==> src/data_mover_pkg.sv <==
// Shared address, data and register types, AXI4-Lite response codes and the sequencer states
`default_nettype none

package data_mover_pkg;

    // Source address of a sample word, bits 15:0 of a channel register
    typedef logic [15:0] sample_address_t;

    // Target address carried on the output stream, bits 31:16 of a channel register
    typedef logic [15:0] target_address_t;

    // One AXI4-Lite data word, also the width of every register in the bank
    typedef logic [31:0] register_word_t;

    // Byte address inside the 4 KB register window
    typedef logic [11:0] axil_address_t;

    // AXI4-Lite BRESP and RRESP encoding
    typedef logic [1:0] axil_response_t;

    // Normal completion of a transfer
    localparam axil_response_t response_okay = 2'd0;

    // Slave error, returned for accesses outside the register file
    localparam axil_response_t response_slverr = 2'd2;

    // The sequencer fetches one word per active channel
    // It waits in idle for start, issues the request in read_source and
    // forwards the returned word from wait_response
    typedef enum logic [1:0] {
        idle          = 2'd0,
        read_source   = 2'd1,
        wait_response = 2'd2
    } sequencer_state_t;

endpackage

`default_nettype wire

==> src/axil_register_bank.sv <==
// AXI4-Lite slave with the channel-count register and one address register per channel
`timescale 1ns/1ps
`default_nettype none

module axil_register_bank import data_mover_pkg::*; #(
    parameter int MAX_CHANNELS = 4
) (
    input  wire logic           clock,
    input  wire logic           reset,
    input  wire axil_address_t  awaddr,
    input  wire logic           awvalid,
    output logic                awready,
    input  wire register_word_t wdata,
    input  wire logic [3:0]     wstrb,
    input  wire logic           wvalid,
    output logic                wready,
    output axil_response_t      bresp,
    output logic                bvalid,
    input  wire logic           bready,
    input  wire axil_address_t  araddr,
    input  wire logic           arvalid,
    output logic                arready,
    output register_word_t      rdata,
    output axil_response_t      rresp,
    output logic                rvalid,
    input  wire logic           rready,
    output register_word_t      n_channels,
    output register_word_t [MAX_CHANNELS-1:0] channel_registers
);

    // Register 0 is the channel count, registers 1 to MAX_CHANNELS hold the addresses
    localparam int N_REGISTERS = MAX_CHANNELS + 1;

    register_word_t registers [N_REGISTERS];

    // Registers are one word apart, so the word index drops the two byte bits
    logic [9:0] write_index;
    logic [9:0] read_index;
    logic       write_in_range;
    logic       read_in_range;
    logic       write_handshake;
    logic       read_handshake;
    register_word_t read_word;

    assign write_index    = awaddr[11:2];
    assign read_index     = araddr[11:2];
    assign write_in_range = write_index < 10'(N_REGISTERS);
    assign read_in_range  = read_index < 10'(N_REGISTERS);

    // The transfer completes in the cycle where the ready pulse meets valid
    assign write_handshake = awready && awvalid && wready && wvalid;
    assign read_handshake  = arready && arvalid;

    // Address and data are accepted together, one write in flight at a time
    always_ff @(posedge clock) begin
        if (!reset) begin
            awready <= 1'b0;
            wready  <= 1'b0;
            bvalid  <= 1'b0;
            bresp   <= response_okay;
            for (int i = 0; i < N_REGISTERS; i++) begin
                registers[i] <= '0;
            end
        end else begin
            awready <= !awready && awvalid && wvalid && !bvalid;
            wready  <= !awready && awvalid && wvalid && !bvalid;
            if (write_handshake) begin
                bvalid <= 1'b1;
                bresp  <= write_in_range ? response_okay : response_slverr;
                // Only the strobed bytes of the addressed register change
                for (int i = 0; i < N_REGISTERS; i++) begin
                    if (write_index == 10'(i)) begin
                        for (int b = 0; b < 4; b++) begin
                            if (wstrb[b]) begin
                                registers[i][8*b +: 8] <= wdata[8*b +: 8];
                            end
                        end
                    end
                end
            end else if (bvalid && bready) begin
                bvalid <= 1'b0;
            end
        end
    end

    // Read data comes straight from the stored value, zero outside the register file
    always_comb begin
        read_word = '0;
        for (int i = 0; i < N_REGISTERS; i++) begin
            if (read_index == 10'(i)) begin
                read_word = registers[i];
            end
        end
    end

    // Read channel runs on its own, the response holds until rready
    always_ff @(posedge clock) begin
        if (!reset) begin
            arready <= 1'b0;
            rvalid  <= 1'b0;
            rdata   <= '0;
            rresp   <= response_okay;
        end else begin
            arready <= !arready && arvalid && !rvalid;
            if (read_handshake) begin
                rvalid <= 1'b1;
                rdata  <= read_word;
                rresp  <= read_in_range ? response_okay : response_slverr;
            end else if (rvalid && rready) begin
                rvalid <= 1'b0;
            end
        end
    end

    // The sequencer sees the count and the channel registers directly
    assign n_channels = registers[0];

    always_comb begin
        for (int n = 0; n < MAX_CHANNELS; n++) begin
            channel_registers[n] = registers[n + 1];
        end
    end

endmodule

`default_nettype wire

==> config.mk <==
export PLATFORM = sky130hd
export DESIGN_NAME = axil_register_bank
export DESIGN_NICKNAME = d
export VERILOG_FILES = /design/src/data_mover_pkg.sv /design/src/axil_register_bank.sv
export SDC_FILE = /design/constraint.sdc
export NUM_CORES = 1
export LEC_CHECK = 0
export BUFFER_PORTS_ARGS = -buffer_cell sky130_fd_sc_hd__buf_2
export CAP_MARGIN = 10
export CORE_ASPECT_RATIO = 1.2
export CORE_UTILIZATION = 51
export DETAILED_ROUTE_END_ITERATION = 12
export HOLD_SLACK_MARGIN = 0.1
export PLACE_DENSITY = 0.8
export REMOVE_ABC_BUFFERS = 1
export SLEW_MARGIN = 20
export SYNTH_ARGS = -nofsm -noshare
export SYNTH_HDL_FRONTEND = slang
export SYNTH_SLANG_ARGS = --single-unit
==> constraint.sdc <==
create_clock -name clock -period 2.7 [get_ports clock]
set_input_delay 0.135 -clock clock [delete_from_list [all_inputs] [get_ports clock]]
set_output_delay 0.135 -clock clock [all_outputs]
set_load 0.01 [all_outputs]
==> impl_summary.md <==
STA
The hold violation total from the final report is 0. On the final layout, the worst hold slack is 0.115 ns. Setup repair after global routing left no endpoint under its margin. The final setup slack of the worst path is 0.689 ns.

The max-slew violation total from the final report was 0. In this run the tightest slew margin relative to its limit is 37.2%. The slew at the pin closest to its max-slew limit is 0.939 ns. The accumulated negative setup slack is 0 ns. After layout, the worst path uses 74.5% of the clock period.

Counting I/O delays and the setup requirement, the final critical path takes 2.01 ns. Based on the critical path, the design can be clocked at up to 497 MHz. The post-route clock skew is 0.0119 ns.

Setup violations remaining at the end of the flow were counted as 0.

Finish
The repair_antennas step left the layout with diodes totalling 0. Of the cells placed in the final design, the portion with a size suffix greater than 1 is 39.1%. The final cell utilization of the core is 69.1%. The final layout contains 1000 nets. The area growth from synthesis to layout is 30.8%.

Logic synthesis
The post-synthesis async set-or-reset flop share is 0%. In this run, synthesis inferred 160 flip-flops with an integrated enable. The most used flip-flop cell after synthesis is sky130_fd_sc_hd__edfxtp_1.

The post-synthesis average cell area is 13.3 µm². The count of warnings emitted by yosys is 0. The post-synthesis sequential area ratio is 66.5%.

The number of register bits inferred by synthesis is 198. The area of the mapped netlist is 8360 µm². Counting every instance in the synthesized netlist gives 627. The number of different library cells used by synthesis comes to 40.

GRT
Summed over all layers, the global routing overflow is 0. Entering global routing, the biggest net connects 65 pins. The wire length of the first global-routing pass is 35600 µm. The number of antenna violations at the first check in global routing is 1.

The global-route usage over all layers is 28.5%. The via count of the first global-routing pass was 6497.

Flow run
The max-capacitance violation count is 0.

Placement
At the end of routability-driven placement, the weighted congestion stood at 0.833. Buffers placed on the I/O ports in this run total 261. Prior to clock tree synthesis, the placed netlist has a worst setup slack of 0.625 ns. The HPWL after detailed placement is 15400 µm.

Clocking
The cell sitting at the root of the clock tree is a sky130_fd_sc_hd__clkbuf_16. The clock-pin slew on the worst setup and hold paths is 0.07 ns. The number of setup buffers added after CTS is 0. The TritonCTS clock tree is yes. Once the clock tree was built, the resizer swapped 0 gates to a different size. The depth of the CTS H-tree is 4. The clock latency on the worst-skew pair is 0.43 ns. The clock sink total is 198.

The deepest clock path buffer count is 2. The TritonCTS buffer count is 17. The hold buffer count at cts is 42.

Floorplanning
The core footprint is 15800 µm². The number of rows created at floorplan is 50. Measured along the x axis, the die boundary spans 119 µm. During I/O placement, the number of pins put on the boundary was 268.

The total die area is 16900 µm². For this configuration, the core starts out at a cell density of 52.8%. The vertical die dimension is 142 µm.

Pwr
The power density relative to cell area is 596 nW/µm². The sum of internal, switching and leakage power is 0.00652 W. Summed over all cells, the static leakage comes to 4.47 nW. The maximum resistive drop on vdd is 0.355 mV.

Routing
In the final routing, the length of wire on met1 measures 8940 µm. The number of design rule violations left after detail routing is 0. Summed over all nets, wire length on met3 after detailed routing comes to 1880 µm. The post-detailed-route wirelength per cell is 20.4 µm. The first detailed-routing pass ran for 6 iterations.

The total routed wirelength is 23500 µm. The top routing layer in use is met4. The detail route stage leaves a number of antenna-violating nets equal to 0.

The total via count in the routed design is 6493. The number of DRC markers after the initial detailed-route iteration is 624. The detail-routed via count per cell is 5.63. Detailed routing placed a total of 12000 µm of wire on met2.

Setup path
The critical path capture point type is a flop. For this run, the slowest stage of the critical path takes 0.41 ns. Of all nets on the critical path, the largest fanout is 9. For this design, the slowest cell found on the critical path is sky130_fd_sc_hd__dfxtp_1. The required time at the worst-slack endpoint is 2.78 ns. Traced cell by cell, the critical path runs through and3_1 -> and3_1 -> and3_1 -> nand2b_1.

The arrival time of the worst setup path is 2.09 ns. The worst setup path is of the flop to flop kind. For the worst flop-to-flop path, the logic depth is 4. STA classifies the critical path startpoint as a flop.

The most numerous cell type found on the critical path is sky130_fd_sc_hd__and3_1.

Worst hold path
The worst min-delay path class is primary input to flop. The hold path depth is 2.

Status
The flow ran to the end, and the final reports show no timing, DRC or antenna violations.
## final timing paths
check / from / to / slack, ns
max: wready$_SDFF_PN0_ / registers[4][11]$_DFFE_PP_ / 0.69
min: wdata[3] / registers[4][3]$_DFFE_PP_ / 0.12
max reg2reg: wready$_SDFF_PN0_ / registers[4][11]$_DFFE_PP_ / 0.69
min reg2reg: bvalid$_SDFFE_PN0P_ / wready$_SDFF_PN0_ / 0.44
## power breakdown
part | switching (W) | internal, W | total (W)
Sequential | 0.0000604 | 0.00338 | 0.00344
Combinational | 0.000321 | 0.000232 | 0.000553
Clock | 0.00110 | 0.00142 | 0.00252
## layout make-up
| class | instances | area [µm²] |
|---|---|---|
| clock buffers | 22 | 464 |
| clock inverters | 10 | 120 |
| fillers | 1108 | 4880 |
| inverters | 1 | 3.75 |
| multi-input cells | 383 | 2570 |
| flip-flops and latches | 198 | 5570 |
| well taps | 208 | 260 |
| repair buffers | 332 | 1960 |
## flip-flops by register name, indices dropped and copies added, names as in the netlist
name	flops
registers	160
rdata	32
arready	1
bresp	1
bvalid	1
rresp	1
rvalid	1
wready	1
## cell usage in the layout (no fill, tap or decap), types with 3 or more instances in the layout
cell | Yosys | routed
sky130_fd_sc_hd__dlygate4sd3_1 | 0 | 42
sky130_fd_sc_hd__buf_2 | 6 | 261
sky130_fd_sc_hd__o21ai_0 | 42 | 39
sky130_fd_sc_hd__a32oi_1 | 32 | 32
sky130_fd_sc_hd__o31ai_2 | 0 | 10
sky130_fd_sc_hd__dfxtp_1 | 38 | 38
sky130_fd_sc_hd__edfxtp_1 | 160 | 160
sky130_fd_sc_hd__buf_4 | 3 | 28
sky130_fd_sc_hd__and3_1 | 6 | 6
sky130_fd_sc_hd__nand2b_1 | 42 | 42
sky130_fd_sc_hd__nand2_1 | 37 | 37
sky130_fd_sc_hd__mux2_2 | 32 | 32
sky130_fd_sc_hd__nand3_1 | 4 | 4
sky130_fd_sc_hd__and2_1 | 57 | 57
sky130_fd_sc_hd__nor2_1 | 5 | 4
sky130_fd_sc_hd__clkbuf_1 | 21 | 3
sky130_fd_sc_hd__a21boi_0 | 33 | 33
sky130_fd_sc_hd__clkbuf_16 | 0 | 17
sky130_fd_sc_hd__a21oi_1 | 33 | 33
sky130_fd_sc_hd__o21ai_1 | 30 | 33
## synthesized netlist by cell type, drive strengths merged, types with 6 or more instances
master | instances | share of area, %
edfxtp | 160 | 57
o21ai | 72 | 4.3
and2 | 57 | 4.3
nand2b | 42 | 3.1
dfxtp | 38 | 9.1
nand2 | 38 | 1.7
a21boi | 34 | 3.1
a21oi | 33 | 2.0
a32oi | 32 | 3.4
mux2 | 32 | 4.3
clkbuf | 29 | 1.9
buf | 13 | 1.2
o31ai | 12 | 1.1
and3 | 6 | 0.45
## kinds of logic after synthesis
| family | Yosys count | share of synthesized area, % |
|---|---|---|
| AO/OA/AOI/OAI | 186 | 14.1 |
| AND/OR/NAND/NOR | 163 | 11.3 |
| buffers and inverters | 47 | 3.71 |
| other | 1 | 0.0448 |
| flip-flops | 198 | 66.5 |
| multiplexers | 32 | 4.31 |
## through the flow
step / std cells / area, µm²
floorplan: 582 / 8060
global placement: 1080 / 9940
detailed placement: 1080 / 9940
CTS: 1154 / 10900
global route: 1154 / 10900
finish: 1154 / 10900
## critical path, delay by kind of cell, from the launching register on
family,cells,cell delay [ns]
simple gates,4,1.25
flops,1,0.41
## per-layer routing
layer | vias up | global-route usage (%)
li1 | 2967 | -
met1 | 3089 | 33.6
met2 | 382 | 49.0
met3 | 55 | 6.37
met4 | 0 | 14.4
met5 | - | 0
Note: power is estimated with default switching activity, not from simulation.
