==> src/data_mover_pkg.sv <==
// Shared address, data and register types, AXI4-Lite response codes and the sequencer states
`default_nettype none

package data_mover_pkg;

    // Source address of a sample word, bits 15:0 of a channel register
    typedef logic [15:0] sample_address_t;

    // Target address carried on the output stream, bits 31:16 of a channel register
    typedef logic [15:0] target_address_t;

    // One AXI4-Lite data word, also the width of every register in the bank
    typedef logic [31:0] register_word_t;

    // Byte address inside the 4 KB register window
    typedef logic [11:0] axil_address_t;

    // AXI4-Lite BRESP and RRESP encoding
    typedef logic [1:0] axil_response_t;

    // Normal completion of a transfer
    localparam axil_response_t response_okay = 2'd0;

    // Slave error, returned for accesses outside the register file
    localparam axil_response_t response_slverr = 2'd2;

    // The sequencer fetches one word per active channel
    // It waits in idle for start, issues the request in read_source and
    // forwards the returned word from wait_response
    typedef enum logic [1:0] {
        idle          = 2'd0,
        read_source   = 2'd1,
        wait_response = 2'd2
    } sequencer_state_t;

endpackage

`default_nettype wire

==> src/data_mover_sequencer.sv <==
// Sequencer that fetches one sample per active channel and forwards it with its target address
`timescale 1ns/1ps
`default_nettype none

module data_mover_sequencer import data_mover_pkg::*; #(
    parameter int DATA_WIDTH   = 32,
    parameter int MAX_CHANNELS = 4
) (
    input  wire logic                  clock,
    input  wire logic                  reset,
    input  wire logic                  start,
    input  wire register_word_t        n_channels,
    input  wire register_word_t [MAX_CHANNELS-1:0] channel_registers,
    input  wire logic                  response_valid,
    input  wire logic [DATA_WIDTH-1:0] response_data,
    output logic                       request_valid,
    output sample_address_t            request_address,
    output logic                       out_valid,
    output logic [DATA_WIDTH-1:0]      out_data,
    output target_address_t            out_dest,
    output logic                       busy
);

    // Wide enough to hold MAX_CHANNELS itself
    localparam int COUNT_WIDTH = $clog2(MAX_CHANNELS + 1);

    sequencer_state_t       state;
    logic [COUNT_WIDTH-1:0] active_count;
    logic [COUNT_WIDTH-1:0] channel_index;
    register_word_t         current_register;
    sample_address_t        current_source;
    target_address_t        current_target;
    logic                   last_channel;

    // Each channel register carries the source in its low half and the target in its high half
    assign current_register = channel_registers[channel_index];
    assign current_source   = current_register[15:0];
    assign current_target   = current_register[31:16];
    assign last_channel     = channel_index == active_count - COUNT_WIDTH'(1);

    assign busy = state != idle;

    always_ff @(posedge clock) begin
        if (!reset) begin
            state         <= idle;
            active_count  <= '0;
            channel_index <= '0;
            request_valid <= 1'b0;
            out_valid     <= 1'b0;
        end else begin
            // Both strobes are single-cycle pulses
            request_valid <= 1'b0;
            out_valid     <= 1'b0;
            case (state)
                idle: begin
                    // A zero count leaves the mover idle
                    if (start && n_channels != '0) begin
                        // Counts above the number of channel registers are clamped
                        if (n_channels > register_word_t'(MAX_CHANNELS)) begin
                            active_count <= COUNT_WIDTH'(MAX_CHANNELS);
                        end else begin
                            active_count <= COUNT_WIDTH'(n_channels);
                        end
                        channel_index <= '0;
                        state         <= read_source;
                    end
                end
                read_source: begin
                    request_valid <= 1'b1;
                    state         <= wait_response;
                end
                wait_response: begin
                    if (response_valid) begin
                        out_valid <= 1'b1;
                        if (last_channel) begin
                            channel_index <= '0;
                            state         <= idle;
                        end else begin
                            channel_index <= channel_index + COUNT_WIDTH'(1);
                            state         <= read_source;
                        end
                    end
                end
                default: begin
                    state <= idle;
                end
            endcase
        end
    end

    // Request address and output payload, qualified by their valid strobes
    always_ff @(posedge clock) begin
        if (state == read_source) begin
            request_address <= current_source;
        end
        if (state == wait_response && response_valid) begin
            out_data <= response_data;
            out_dest <= current_target;
        end
    end

endmodule

`default_nettype wire

==> config.mk <==
export PLATFORM = sky130hd
export DESIGN_NAME = data_mover_sequencer
export DESIGN_NICKNAME = d
export VERILOG_FILES = /design/src/data_mover_pkg.sv /design/src/data_mover_sequencer.sv
export SDC_FILE = /design/constraint.sdc
export NUM_CORES = 1
export LEC_CHECK = 0
export ABC_AREA = 1
export BUFFER_PORTS_ARGS = -buffer_cell sky130_fd_sc_hd__buf_2
export CAP_MARGIN = 20
export CORE_UTILIZATION = 30
export CTS_BUF_LIST = sky130_fd_sc_hd__clkbuf_4
export DETAILED_ROUTE_END_ITERATION = 8
export PLACE_DENSITY_LB_ADDON = 0.3
export SKIP_LAST_GASP = 1
export SLEW_MARGIN = 20
export SYNTH_ARGS = -nofsm -noshare
export SYNTH_HDL_FRONTEND = slang
export SYNTH_SLANG_ARGS = --single-unit
==> constraint.sdc <==
create_clock -name clock -period 5.3 [get_ports clock]
set_input_delay 0.795 -clock clock [delete_from_list [all_inputs] [get_ports clock]]
set_output_delay 0.795 -clock clock [all_outputs]
set_load 0.01 [all_outputs]
==> reports/summary.log, run 1 <==
qor: clock_network.postCtsSetupRepairBufs 0
qor: sta.fin_skew 9.53 ps
qor: synth.postSynthRegisterBits 74
qor: clock_network.clock-root-buffer clkbuf_4
qor: worst_setup_path.endpoint_kind register
qor: sta.timing_max_transition_violations_final 0
qor: final_layout.number_of_filler_cells_placed_in_the_layout 1072
qor: sta.worst_case_headroom_to_the_max_slew_limit 0.332
qor: global_routing.gr-total-overflow 0
qor: synth.post_synthesis_cell_area 3450 sq um
qor: synth.syn-num-nets 557
qor: worst_hold_path.worst_hold_path.num_cells 2
qor: die.initial_utilization 0.312
qor: route.drt_pre_antenna_iters 4
qor: die.fp.dieH 109 um
qor: die.io_pins 263
qor: sta.setup_repair_after_global_routing_missed_its_margin false
qor: sta.tns_setup 0 ps
qor: global_routing.global_route_wire_length_before_repair 15000 um
qor: clock_network.cts_hold_buf 0
qor: placed_design.post-dp-hpwl 7600 um
qor: die.placeableCoreArea 11000 sq um
qor: clock_network.clkSinkCount 74
qor: synth.synthesized_instance_count 359
qor: worst_setup_path.crit-reg2reg-capture channel_index[2]
qor: worst_hold_path.hp-start active_count[2]
qor: clock_network.tritoncts done
qor: worst_setup_path.r2r_setup_slack 3080 ps
qor: power.power_density 252 nW/um^2
qor: final_layout.design.final.nets 813
qor: clock_network.worst_skew_pair.late_latency 410 ps
qor: worst_setup_path.crit_required 5630 ps
qor: route.viasPerCell 4.68
qor: clock_network.cts_resized 0
qor: sta.timing.final.hold_violations 0
qor: worst_setup_path.crit_start channel_index[0]
qor: route.totalWireLength 10100 um
qor: global_routing.vias_in_the_first_global_route 3257
qor: die.die-width 109 um
qor: synth.synth.lib_cells_used.distinct 22
qor: die.rows 38
qor: route.via_count 3558
qor: route.ant_nets 0
qor: synth.yosysWarnings 0
qor: worst_setup_path.worst-endpoint-arrival 2550 ps
qor: final_layout.layout-drive-gt1-share 0.474
qor: final_layout.final_cell_mix buf_2 (262), nor2_1 (92), o21ai_0 (64), edfxtp_1 (64), o22ai_1 (32)
qor: flow_run.max_capacitance_violation_total 0
qor: clock_network.worst_setup_hold_path_clk_slew 120 ps
qor: clock_network.cts_made_buffers 9
qor: worst_setup_path.timing.critical_path.cells buf_4 -> inv_2 -> nand2_1 -> a21oi_1 -> nand2_1 -> nand2_1 -> nor2_1 -> nand2_1 -> a21oi_1
qor: final_layout.final_util 0.457
qor: clock_network.clk_path_buf_depth 2
qor: global_routing.groute.usage.overall 0.165
qor: sta.hold_ws 502 ps
qor: sta.tightestPinTransition 1000 ps
qor: final_layout.layout-area-overhead-vs-synth 46.3%
qor: worst_setup_path.cp.buffers_inverters 2
qor: final_layout.multi_input_area 1190 sq um
qor: route.drt_drc_violations_left 0
qor: worst_setup_path.largest_stage_delay_on_the_critical_path 570 ps
qor: worst_hold_path.worst_min_delay_path_endpoint active_count[2]
qor: worst_setup_path.crit_fanout 68
qor: clock_network.h-tree-depth 3
qor: power.irDropWorstVdd 128 uV
qor: synth.sequential_fraction_of_the_synthesis_area 0.616
qor: worst_setup_path.critical_path.reg2reg.startpoint channel_index[0]
qor: worst_setup_path.timing.critical_path.from_type register
qor: final_layout.leading_cell_type_in_the_layout_fill_and_taps_excluded buf_2
qor: worst_hold_path.worst_hold_path_type reg2reg
qor: power.total_leakage_power 2.27 nW
qor: run_status.run_status completed
qor: sta.fmax 0.450 GHz
qor: placed_design.dpl-instance-area 4880 sq um
qor: sta.period_needed 2220 ps
qor: worst_setup_path.crit_path_top_delay_cell inv_2
qor: route.starting_drc_count_in_detailed_routing 151
qor: final_layout.antenna_cells 0
qor: global_routing.antenna_found_initial 0
qor: die.floorplan.die_area 11900 sq um
qor: placed_design.finalWeightedCongestion 0.788
qor: placed_design.io_buffer_count 262
qor: global_routing.grt_max_degree 69
qor: worst_setup_path.critical_path.top_delay_family buffers and inverters
qor: worst_setup_path.ff2ff_path_depth 9
qor: route.post_drt_wl_per_cell 13.3 um
qor: final_layout.area.sequential 2120 sq um
qor: worst_setup_path.critPathKind reg2reg
qor: final_layout.final_design_area_no_fill 5040 sq um
qor: worst_setup_path.crit_path_frequent_cell nand2_1
qor: sta.setup_viol 0
qor: synth.syn-mean-instance-area 9.60 sq um
qor: sta.timing.final.crit_share 0.419
[flip-flops by register name, summed over array words and instances, names as in the netlist]
name / count
state: 2
out_valid: 1
request_valid: 1
out_dest: 16
active_count: 3
channel_index: 3
out_data: 32
request_address: 16
[where the power goes]
part	internal (mW)	total (mW)	leakage, nW	switching (mW)
combinational	0.0983	0.208	1.53	0.110
sequential	0.663	0.669	0.666	0.00614
clock	0.191	0.393	0.0816	0.202
[layout make-up]
| class | count | area share |
|---|---|---|
| clock buffers | 9 | 0.0134 |
| clock inverters | 7 | 0.0184 |
| inverters | 16 | 0.0119 |
| multi-input cells | 249 | 0.236 |
| flip-flops and latches | 74 | 0.421 |
| well taps | 140 | 0.0348 |
| repair buffers | 265 | 0.265 |
[cell usage after synthesis, drive strengths merged]
| cell type | n | share of area |
|---|---|---|
| or2 | 1 | 0.0018 |
| xor2 | 1 | 0.0025 |
| inv | 15 | 0.016 |
| nor3 | 1 | 0.0015 |
| nand3 | 8 | 0.012 |
| xnor2 | 1 | 0.0025 |
| ha | 2 | 0.0073 |
| nand2 | 30 | 0.034 |
| o21ai | 68 | 0.10 |
| nor2 | 99 | 0.11 |
| buf | 7 | 0.010 |
| dfxtp | 10 | 0.058 |
| o22ai | 32 | 0.058 |
| edfxtp | 64 | 0.56 |
| a21oi | 6 | 0.0087 |
| clkbuf | 13 | 0.014 |
| clkinv | 1 | 0.0011 |
[kinds of logic (layout without fill, tap and decap cells)]
logic type | Yosys count | in the layout | synth area share
AND/OR/NAND/NOR | 139 | 139 | 0.161
XOR/XNOR | 2 | 2 | 0.00508
buffers and inverters | 36 | 297 | 0.0418
adder cells (fa/ha/maj) | 2 | 2 | 0.00726
flip-flops | 74 | 74 | 0.616
AO/OA/AOI/OAI | 106 | 106 | 0.169
[worst max path at each step]
stage,to,slack (ps),cells past startpoint
floorplan,channel_index[1],2580,7
finish,channel_index[2],3080,9
global route,channel_index[2],2870,9
detailed placement,channel_index[2],3080,9
global placement,channel_index[0],3180,9
CTS,channel_index[2],3080,9
[layer usage]
| layer | share of wire | track usage | up-vias |
|---|---|---|---|
| li1 | - | - | 1774 |
| met4 | 0.018 | 0.0695 | 0 |
| met2 | 0.50 | 0.298 | 178 |
| met1 | 0.40 | 0.188 | 1591 |
| met3 | 0.078 | 0.0329 | 15 |
| met5 | 0 | 0 | - |
[worst reg2reg max path, stage by stage (launching register included)]
cell and delay (ps):
dfxtp_2 330, buf_4 510, inv_2 590, nand2_1 190
a21oi_1 80, nand2_1 120, nand2_1 70, nor2_1 80
nand2_1 70, a21oi_1 130
[metrics by stage]
step           total power, mW  worst slack [ps]  std cells
6_report                  1.27              3080        760
3_3_place_gp             0.887              3180        744
5_1_grt                   1.34              2870        760
4_1_cts                   1.29              3080        760
3_5_place_dp             0.893              3080        744
2_1_floorplan            0.781              2580        359
Power figures use the tool's default switching activity.
==> run 2, diff against run 1 <==
- clock period: 5.3 -> 2.3 ns (I/O delays scaled with it)
==> run 2 against run 1 <==
  * Die area did not move
  * Via count rose by 2.1%
  * First-iteration DRC count rose by 11%
  * Largest cell class unchanged
==> reports/summary.log, run 2 (synthesis gave the netlist of run 1 again) <==
qor: run_status.run_status completed
qor: power.irDropWorstVdd 281 uV
qor: final_layout.layout-drive-gt1-share 0.480
qor: final_layout.layout-area-overhead-vs-synth 47.9%
qor: clock_network.worst_skew_pair.late_latency 410 ps
qor: global_routing.gr-total-overflow 0
qor: worst_setup_path.crit_path_frequent_cell buf_4
qor: clock_network.h-tree-depth 3
qor: worst_setup_path.crit_path_top_delay_cell dfxtp_2
qor: power.power_density 581 nW/um^2
qor: clock_network.postCtsSetupRepairBufs 0
qor: final_layout.antenna_cells 0
qor: worst_setup_path.crit_fanout 30
qor: worst_setup_path.crit_required 2550 ps
qor: worst_setup_path.critical_path_cell_count 4
qor: clock_network.clk_path_buf_depth 2
qor: placed_design.dpl-instance-area 4930 sq um
qor: worst_setup_path.critical_path.reg2reg.startpoint channel_index[0]
qor: global_routing.antenna_found_initial 0
qor: route.totalWireLength 10900 um
qor: sta.timing.final.hold_violations 0
qor: clock_network.tritoncts done
qor: worst_setup_path.worst-endpoint-arrival 1930 ps
qor: worst_hold_path.hp-start response_data[8]
qor: global_routing.vias_in_the_first_global_route 3394
qor: global_routing.global_route_wire_length_before_repair 15700 um
qor: worst_setup_path.endpoint_kind register
qor: final_layout.largest_register_ffs 32
qor: worst_hold_path.worst_hold_path.num_cells 1
qor: flow_run.max_capacitance_violation_total 0
qor: clock_network.cts_resized 0
qor: final_layout.leading_cell_type_in_the_layout_fill_and_taps_excluded buf_2
qor: power.totalPowerFinal 2.96 mW
qor: worst_setup_path.largest_stage_delay_on_the_critical_path 550 ps
qor: final_layout.final_design_area_no_fill 5090 sq um
qor: worst_setup_path.timing.critical_path.from_type register
qor: route.drt_pre_antenna_iters 5
qor: die.initial_utilization 0.312
qor: sta.setup_viol 0
qor: worst_setup_path.cp.buffers_inverters 2
qor: sta.fmax 0.597 GHz
qor: placed_design.io_buffer_count 262
qor: route.starting_drc_count_in_detailed_routing 168
qor: sta.fin_skew 8.56 ps
qor: worst_setup_path.crit_start channel_index[0]
qor: worst_setup_path.critPathKind reg2reg
qor: sta.period_needed 1680 ps
qor: sta.worst_case_headroom_to_the_max_slew_limit 0.660
qor: final_layout.area.sequential 2120 sq um
qor: die.die-width 109 um
qor: final_layout.registers.top_by_ff_count out_data
qor: global_routing.groute.usage.overall 0.175
qor: placed_design.place_inst 748
qor: die.floorplan.die_area 11900 sq um
qor: route.via_count 3633
qor: route.ant_nets 0
qor: route.post_drt_wl_per_cell 14.2 um
qor: die.placeableCoreArea 11000 sq um
qor: route.drt_drc_violations_left 0
qor: final_layout.multi_input_area 1190 sq um
qor: clock_network.clock-root-buffer clkbuf_4
qor: clock_network.cts_hold_buf 0
qor: route.viasPerCell 4.76
qor: worst_hold_path.worst_hold_path_type in2reg
qor: power.total_leakage_power 2.30 nW
qor: worst_setup_path.timing.critical_path.cells buf_4 -> buf_4 -> o21ai_0 -> o22ai_1
qor: clock_network.clkSinkCount 74
qor: worst_setup_path.ff2ff_path_depth 4
qor: die.fp.dieH 109 um
qor: placed_design.finalWeightedCongestion 0.867
qor: sta.timing.final.crit_share 0.728
qor: placed_design.post-dp-hpwl 8290 um
qor: clock_network.worst_setup_hold_path_clk_slew 130 ps
qor: global_routing.grt_max_degree 50
qor: sta.timing_max_transition_violations_final 0
qor: die.rows 38
qor: die.io_pins 263
qor: sta.setup_repair_after_global_routing_missed_its_margin false
qor: final_layout.final_cell_count_no_fill 763
qor: sta.tns_setup 0 ps
qor: sta.tightestPinTransition 509 ps
qor: worst_setup_path.critical_path.top_delay_family buffers and inverters
qor: final_layout.final_cell_mix buf_2 (262), nor2_1 (92), o21ai_0 (64), edfxtp_1 (64), o22ai_1 (32)
qor: final_layout.reg_top3 out_data x32, out_dest x16, request_address x16
qor: final_layout.design.final.nets 817
qor: final_layout.number_of_filler_cells_placed_in_the_layout 1063
qor: clock_network.cts_made_buffers 9
-- run 2: worst paths after layout --
path | to | slack (ps)
worst max register to register | request_address[13] | 620
worst max-delay path | request_address[13] | 620
worst min-delay path | out_data[8] | 90
worst min register to register | active_count[2] | 520
-- run 2: report_power, final --
| group | internal (mW) | switching, mW |
|---|---|---|
| Sequential | 1.53 | 0.0183 |
| Combinational | 0.234 | 0.256 |
| Clock | 0.438 | 0.484 |
| Total | 2.20 | 0.758 |
-- run 2: worst register-to-register path, stage by stage (launching register included) --
cell	delay, ps
dfxtp_2	550
buf_4	300
buf_4	320
o21ai_0	150
o22ai_1	200
-- run 2: area by class of cell --
type | instances | share of cell area
well taps | 140 | 0.0344
repair buffers | 269 | 0.273
clock buffers | 9 | 0.0133
multi-input cells | 249 | 0.233
inverters | 16 | 0.0118
flip-flops and latches | 74 | 0.417
clock inverters | 6 | 0.0182
-- run 2: metal layers --
metal | global-route usage | routed length, um
met1 | 0.188 | 4240
met3 | 0.0436 | 955
met2 | 0.326 | 5500
met4 | 0.0695 | 157
met5 | 0 | 0
-- run 2: through the flow --
stage	hold slack [ps]	setup slack (ps)	util
after floorplan	444	454	-
after global placement	475	742	0.447
after detailed placement	499	660	0.447
after CTS	65.2	635	0.462
after global routing	56.1	491	0.462
final	93.8	625	0.462
==> run 3, diff against run 2 <==
- ABC_AREA: 1 -> 0
- clock period: 2.3 -> 1.4 ns (I/O delays scaled with it)
==> run 3 against run 2 <==
  * The flow now finishes with violations (setup timing)
  * Clock skew increased by 6.5 ps
  * Core utilization increased by 7.2 points
  * Clock-buffer cell count unchanged
  * Setup slack got worse by 760 ps
  * Combinational power increased by 54%
  * Flip-flop and latch count unchanged
  * Cell count decreased by 16%
  * Critical path type unchanged
  * Critical endpoint is now channel_index[0]
  * Highest routed layer is now met5
==> reports/summary.log, run 3 <==
qor: die.io_pins 263
qor: worst_setup_path.worst-endpoint-arrival 1880 ps
qor: final_layout.final_cell_mix buf_2 (261), edfxtp_1 (64), mux4_2 (32), dlygate4sd3_1 (32), buf_4 (18)
qor: global_routing.vias_in_the_first_global_route 3098
qor: clock_network.cts_made_buffers 9
qor: die.rows 37
qor: worst_setup_path.critical_path.reg2reg.startpoint active_count[0]
qor: synth.synthesized_instance_count 177
qor: sta.fmax 0.653 GHz
qor: power.total_leakage_power 2.41 nW
qor: final_layout.final_cell_count_no_fill 641
qor: route.post_drt_wl_per_cell 15.7 um
qor: clock_network.worst_setup_hold_path_clk_slew 130 ps
qor: placed_design.place_ws -181 ps
qor: global_routing.antenna_found_initial 1
qor: worst_setup_path.timing.critical_path.from_type register
qor: die.placeableCoreArea 10500 sq um
qor: die.floorplan.die_area 11300 sq um
qor: synth.postSynthRegisterBits 74
qor: sta.tightestPinTransition 323 ps
qor: worst_setup_path.crit_fanout 3
qor: final_layout.layout-drive-gt1-share 0.709
qor: clock_network.h-tree-depth 3
qor: flow_run.max_capacitance_violation_total 0
qor: placed_design.post-dp-hpwl 7390 um
qor: route.via_count 2931
qor: route.starting_drc_count_in_detailed_routing 96
qor: synth.sequential_fraction_of_the_synthesis_area 0.650
qor: synth.synth.most_common_cell edfxtp_1
qor: synth.syn-num-nets 375
qor: synth.synth_top_area_cell edfxtp_1
qor: worst_setup_path.crit-reg2reg-capture channel_index[0]
qor: route.viasPerCell 4.57
qor: worst_hold_path.worst_hold_path.num_cells 2
qor: final_layout.registers.top_by_ff_count out_data
qor: route.totalWireLength 10100 um
qor: sta.timing.final.crit_share 1.09
qor: power.switching_power 1.11 mW
qor: synth.netlist_top_cells_area edfxtp_1 (59%), mux4_2 (22%), dfxtp_1 (6.1%), nor4_1 (1.3%), nand2_1 (0.92%)
qor: clock_network.clkSinkCount 74
qor: synth.async_flop_share 0
qor: synth.synth_enable_flop_cells 64
qor: sta.period_needed 1530 ps
qor: final_layout.reg_top3 out_data x32, out_dest x16, request_address x16
qor: power.irDropWorstVdd 401 uV
qor: power.power_density 826 nW/um^2
qor: synth.post_synthesis_cell_area 3270 sq um
qor: global_routing.global_route_wire_length_before_repair 15100 um
qor: worst_setup_path.r2r_setup_slack -130 ps
qor: synth.synth.lib_cells_used.distinct 31
qor: sta.fin_skew 15.0 ps
qor: clock_network.worst_skew_pair.late_latency 430 ps
qor: placed_design.place_inst 581
qor: final_layout.design.final.nets 698
qor: synth.syn-mean-instance-area 18.5 sq um
qor: worst_setup_path.ff2ff_path_depth 7
qor: global_routing.groute.usage.overall 0.181
qor: power.p_clk_frac 0.296
qor: die.initial_utilization 0.312
qor: sta.worst_case_headroom_to_the_max_slew_limit 0.784
qor: sta.setup_viol 12
qor: placed_design.finalWeightedCongestion 0.791
qor: run_status.run_status complete, but fails checks
qor: final_layout.antenna_cells 0
qor: synth.yosysWarnings 0
qor: sta.tns_setup -523 ps
qor: power.comb_power_share 0.163
qor: route.drt_pre_antenna_iters 4
qor: placed_design.io_buffer_count 262
qor: worst_setup_path.endpoint channel_index[0]
qor: final_layout.layout-area-overhead-vs-synth 71.1%
qor: clock_network.clk_path_buf_depth 2
qor: sta.hold_ws 74.2 ps
qor: worst_setup_path.crit_required 1750 ps
qor: global_routing.grt_max_degree 49
qor: die.die-width 106 um
qor: sta.setup_repair_after_global_routing_missed_its_margin true
qor: route.ant_nets 0
qor: worst_setup_path.critPathKind reg2reg
qor: power.p_seq_frac 0.541
qor: worst_setup_path.endpoint_kind register
qor: clock_network.clock-root-buffer clkbuf_4
qor: synth.synth.cells.most_frequent edfxtp_1 (64), mux4_2 (32), dfxtp_1 (10)
qor: sta.timing.final.hold_violations 0
qor: sta.timing_max_transition_violations_final 0
qor: sta.final_critical_path_setup_slack -131 ps
qor: power.p_sw_frac 0.239
qor: route.drt_drc_violations_left 0
qor: final_layout.largest_register_ffs 32
qor: global_routing.gr-total-overflow 0
qor: final_layout.leading_cell_type_in_the_layout_fill_and_taps_excluded buf_2
qor: power.internal_power 3.51 mW
qor: worst_hold_path.worst_hold_path_type in2reg
qor: clock_network.tritoncts done
qor: synth.synth.top_cell.area_share 0.588
qor: die.fp.dieH 106 um
qor: synth.ys_dominant_reg_cell edfxtp_1
qor: run_status.violations_in_the_final_reports setup timing
qor: worst_setup_path.crit_start active_count[0]
## run 3: cell count changes in the layout (fill, tap and decap cells not counted), sizes merged, moves of 20 or more
cell and change:
nor2 -92, o21ai -64, dlygate4sd3 +32, mux4 +32, o22ai -32, nand2 -22, buf +20
## run 3: power groups by stage
| stage | sequential [mW] | combinational, mW | clock, mW |
|---|---|---|---|
| after floorplan | 2.58 | 0.210 | 0 |
| after global placement | 2.54 | 0.613 | 0 |
| after detailed placement | 2.55 | 0.632 | 0 |
| after CTS | 2.50 | 0.744 | 1.43 |
| after global routing | 2.50 | 0.815 | 1.51 |
| final | 2.50 | 0.752 | 1.37 |
## run 3: critical path, cell delays in order (launching register included)
cell     delay [ps]
dfxtp_2         350
inv_2            80
ha_4            130
xnor3_1         230
a31oi_2         240
nand2_1         110
or2_0           200
mux2i_1         120
## run 3: worst min-delay path by stage
stage | from | to | slack [ps]
2_1_floorplan | response_data[0] | out_data[0] | 310
3_3_place_gp | response_data[15] | out_data[15] | 390
3_5_place_dp | response_data[8] | out_data[8] | 390
4_1_cts | response_valid | out_valid | 30
5_1_grt | response_valid | out_valid | 50
6_report | response_valid | out_valid | 70
## run 3: timing repair
item,CTS,global route
gates resized for setup,17,9
setup endpoints to repair,75,51
cloned,2,0
hold buffers,32,0
endpoints found under the hold margin,32,0
pin swaps,4,4
setup buffers,7,5
## run 3: cell type report
cell class / count / area [sq um]
repair buffers: 321 / 1940
multi-input cells: 89 / 1160
fillers: 903 / 4870
well taps: 136 / 170
inverters: 5 / 45.0
flip-flops and latches: 74 / 2130
clock buffers: 9 / 67.6
clock inverters: 7 / 76.3
## run 3: per-stage QoR
stage               instance area (sq um)  total power [mW]   util
global route                         5590              4.82  0.534
finish                               5590              4.62  0.534
floorplan                            3350              2.79      -
global placement                     4920              3.16  0.470
CTS                                  5540              4.67  0.530
detailed placement                   4920              3.18  0.470
## run 3: cell families after synthesis
logic type / after synthesis / synth area share
AND/OR/NAND/NOR: 37 / 0.0590
XOR/XNOR: 3 / 0.0123
buffers and inverters: 14 / 0.0180
flip-flops: 74 / 0.650
AO/OA/AOI/OAI: 13 / 0.0268
multiplexers: 34 / 0.227
adder cells (fa/ha/maj): 2 / 0.00766
## run 3: routing by layer
layer  vias to the layer above  part of all wire  GRT usage
li1                       1380                 -          -
met3                        14             0.083     0.0448
met4                         2             0.015     0.0744
met2                       158              0.54      0.344
met5                         -            0.0013          0
met1                      1377              0.36      0.187
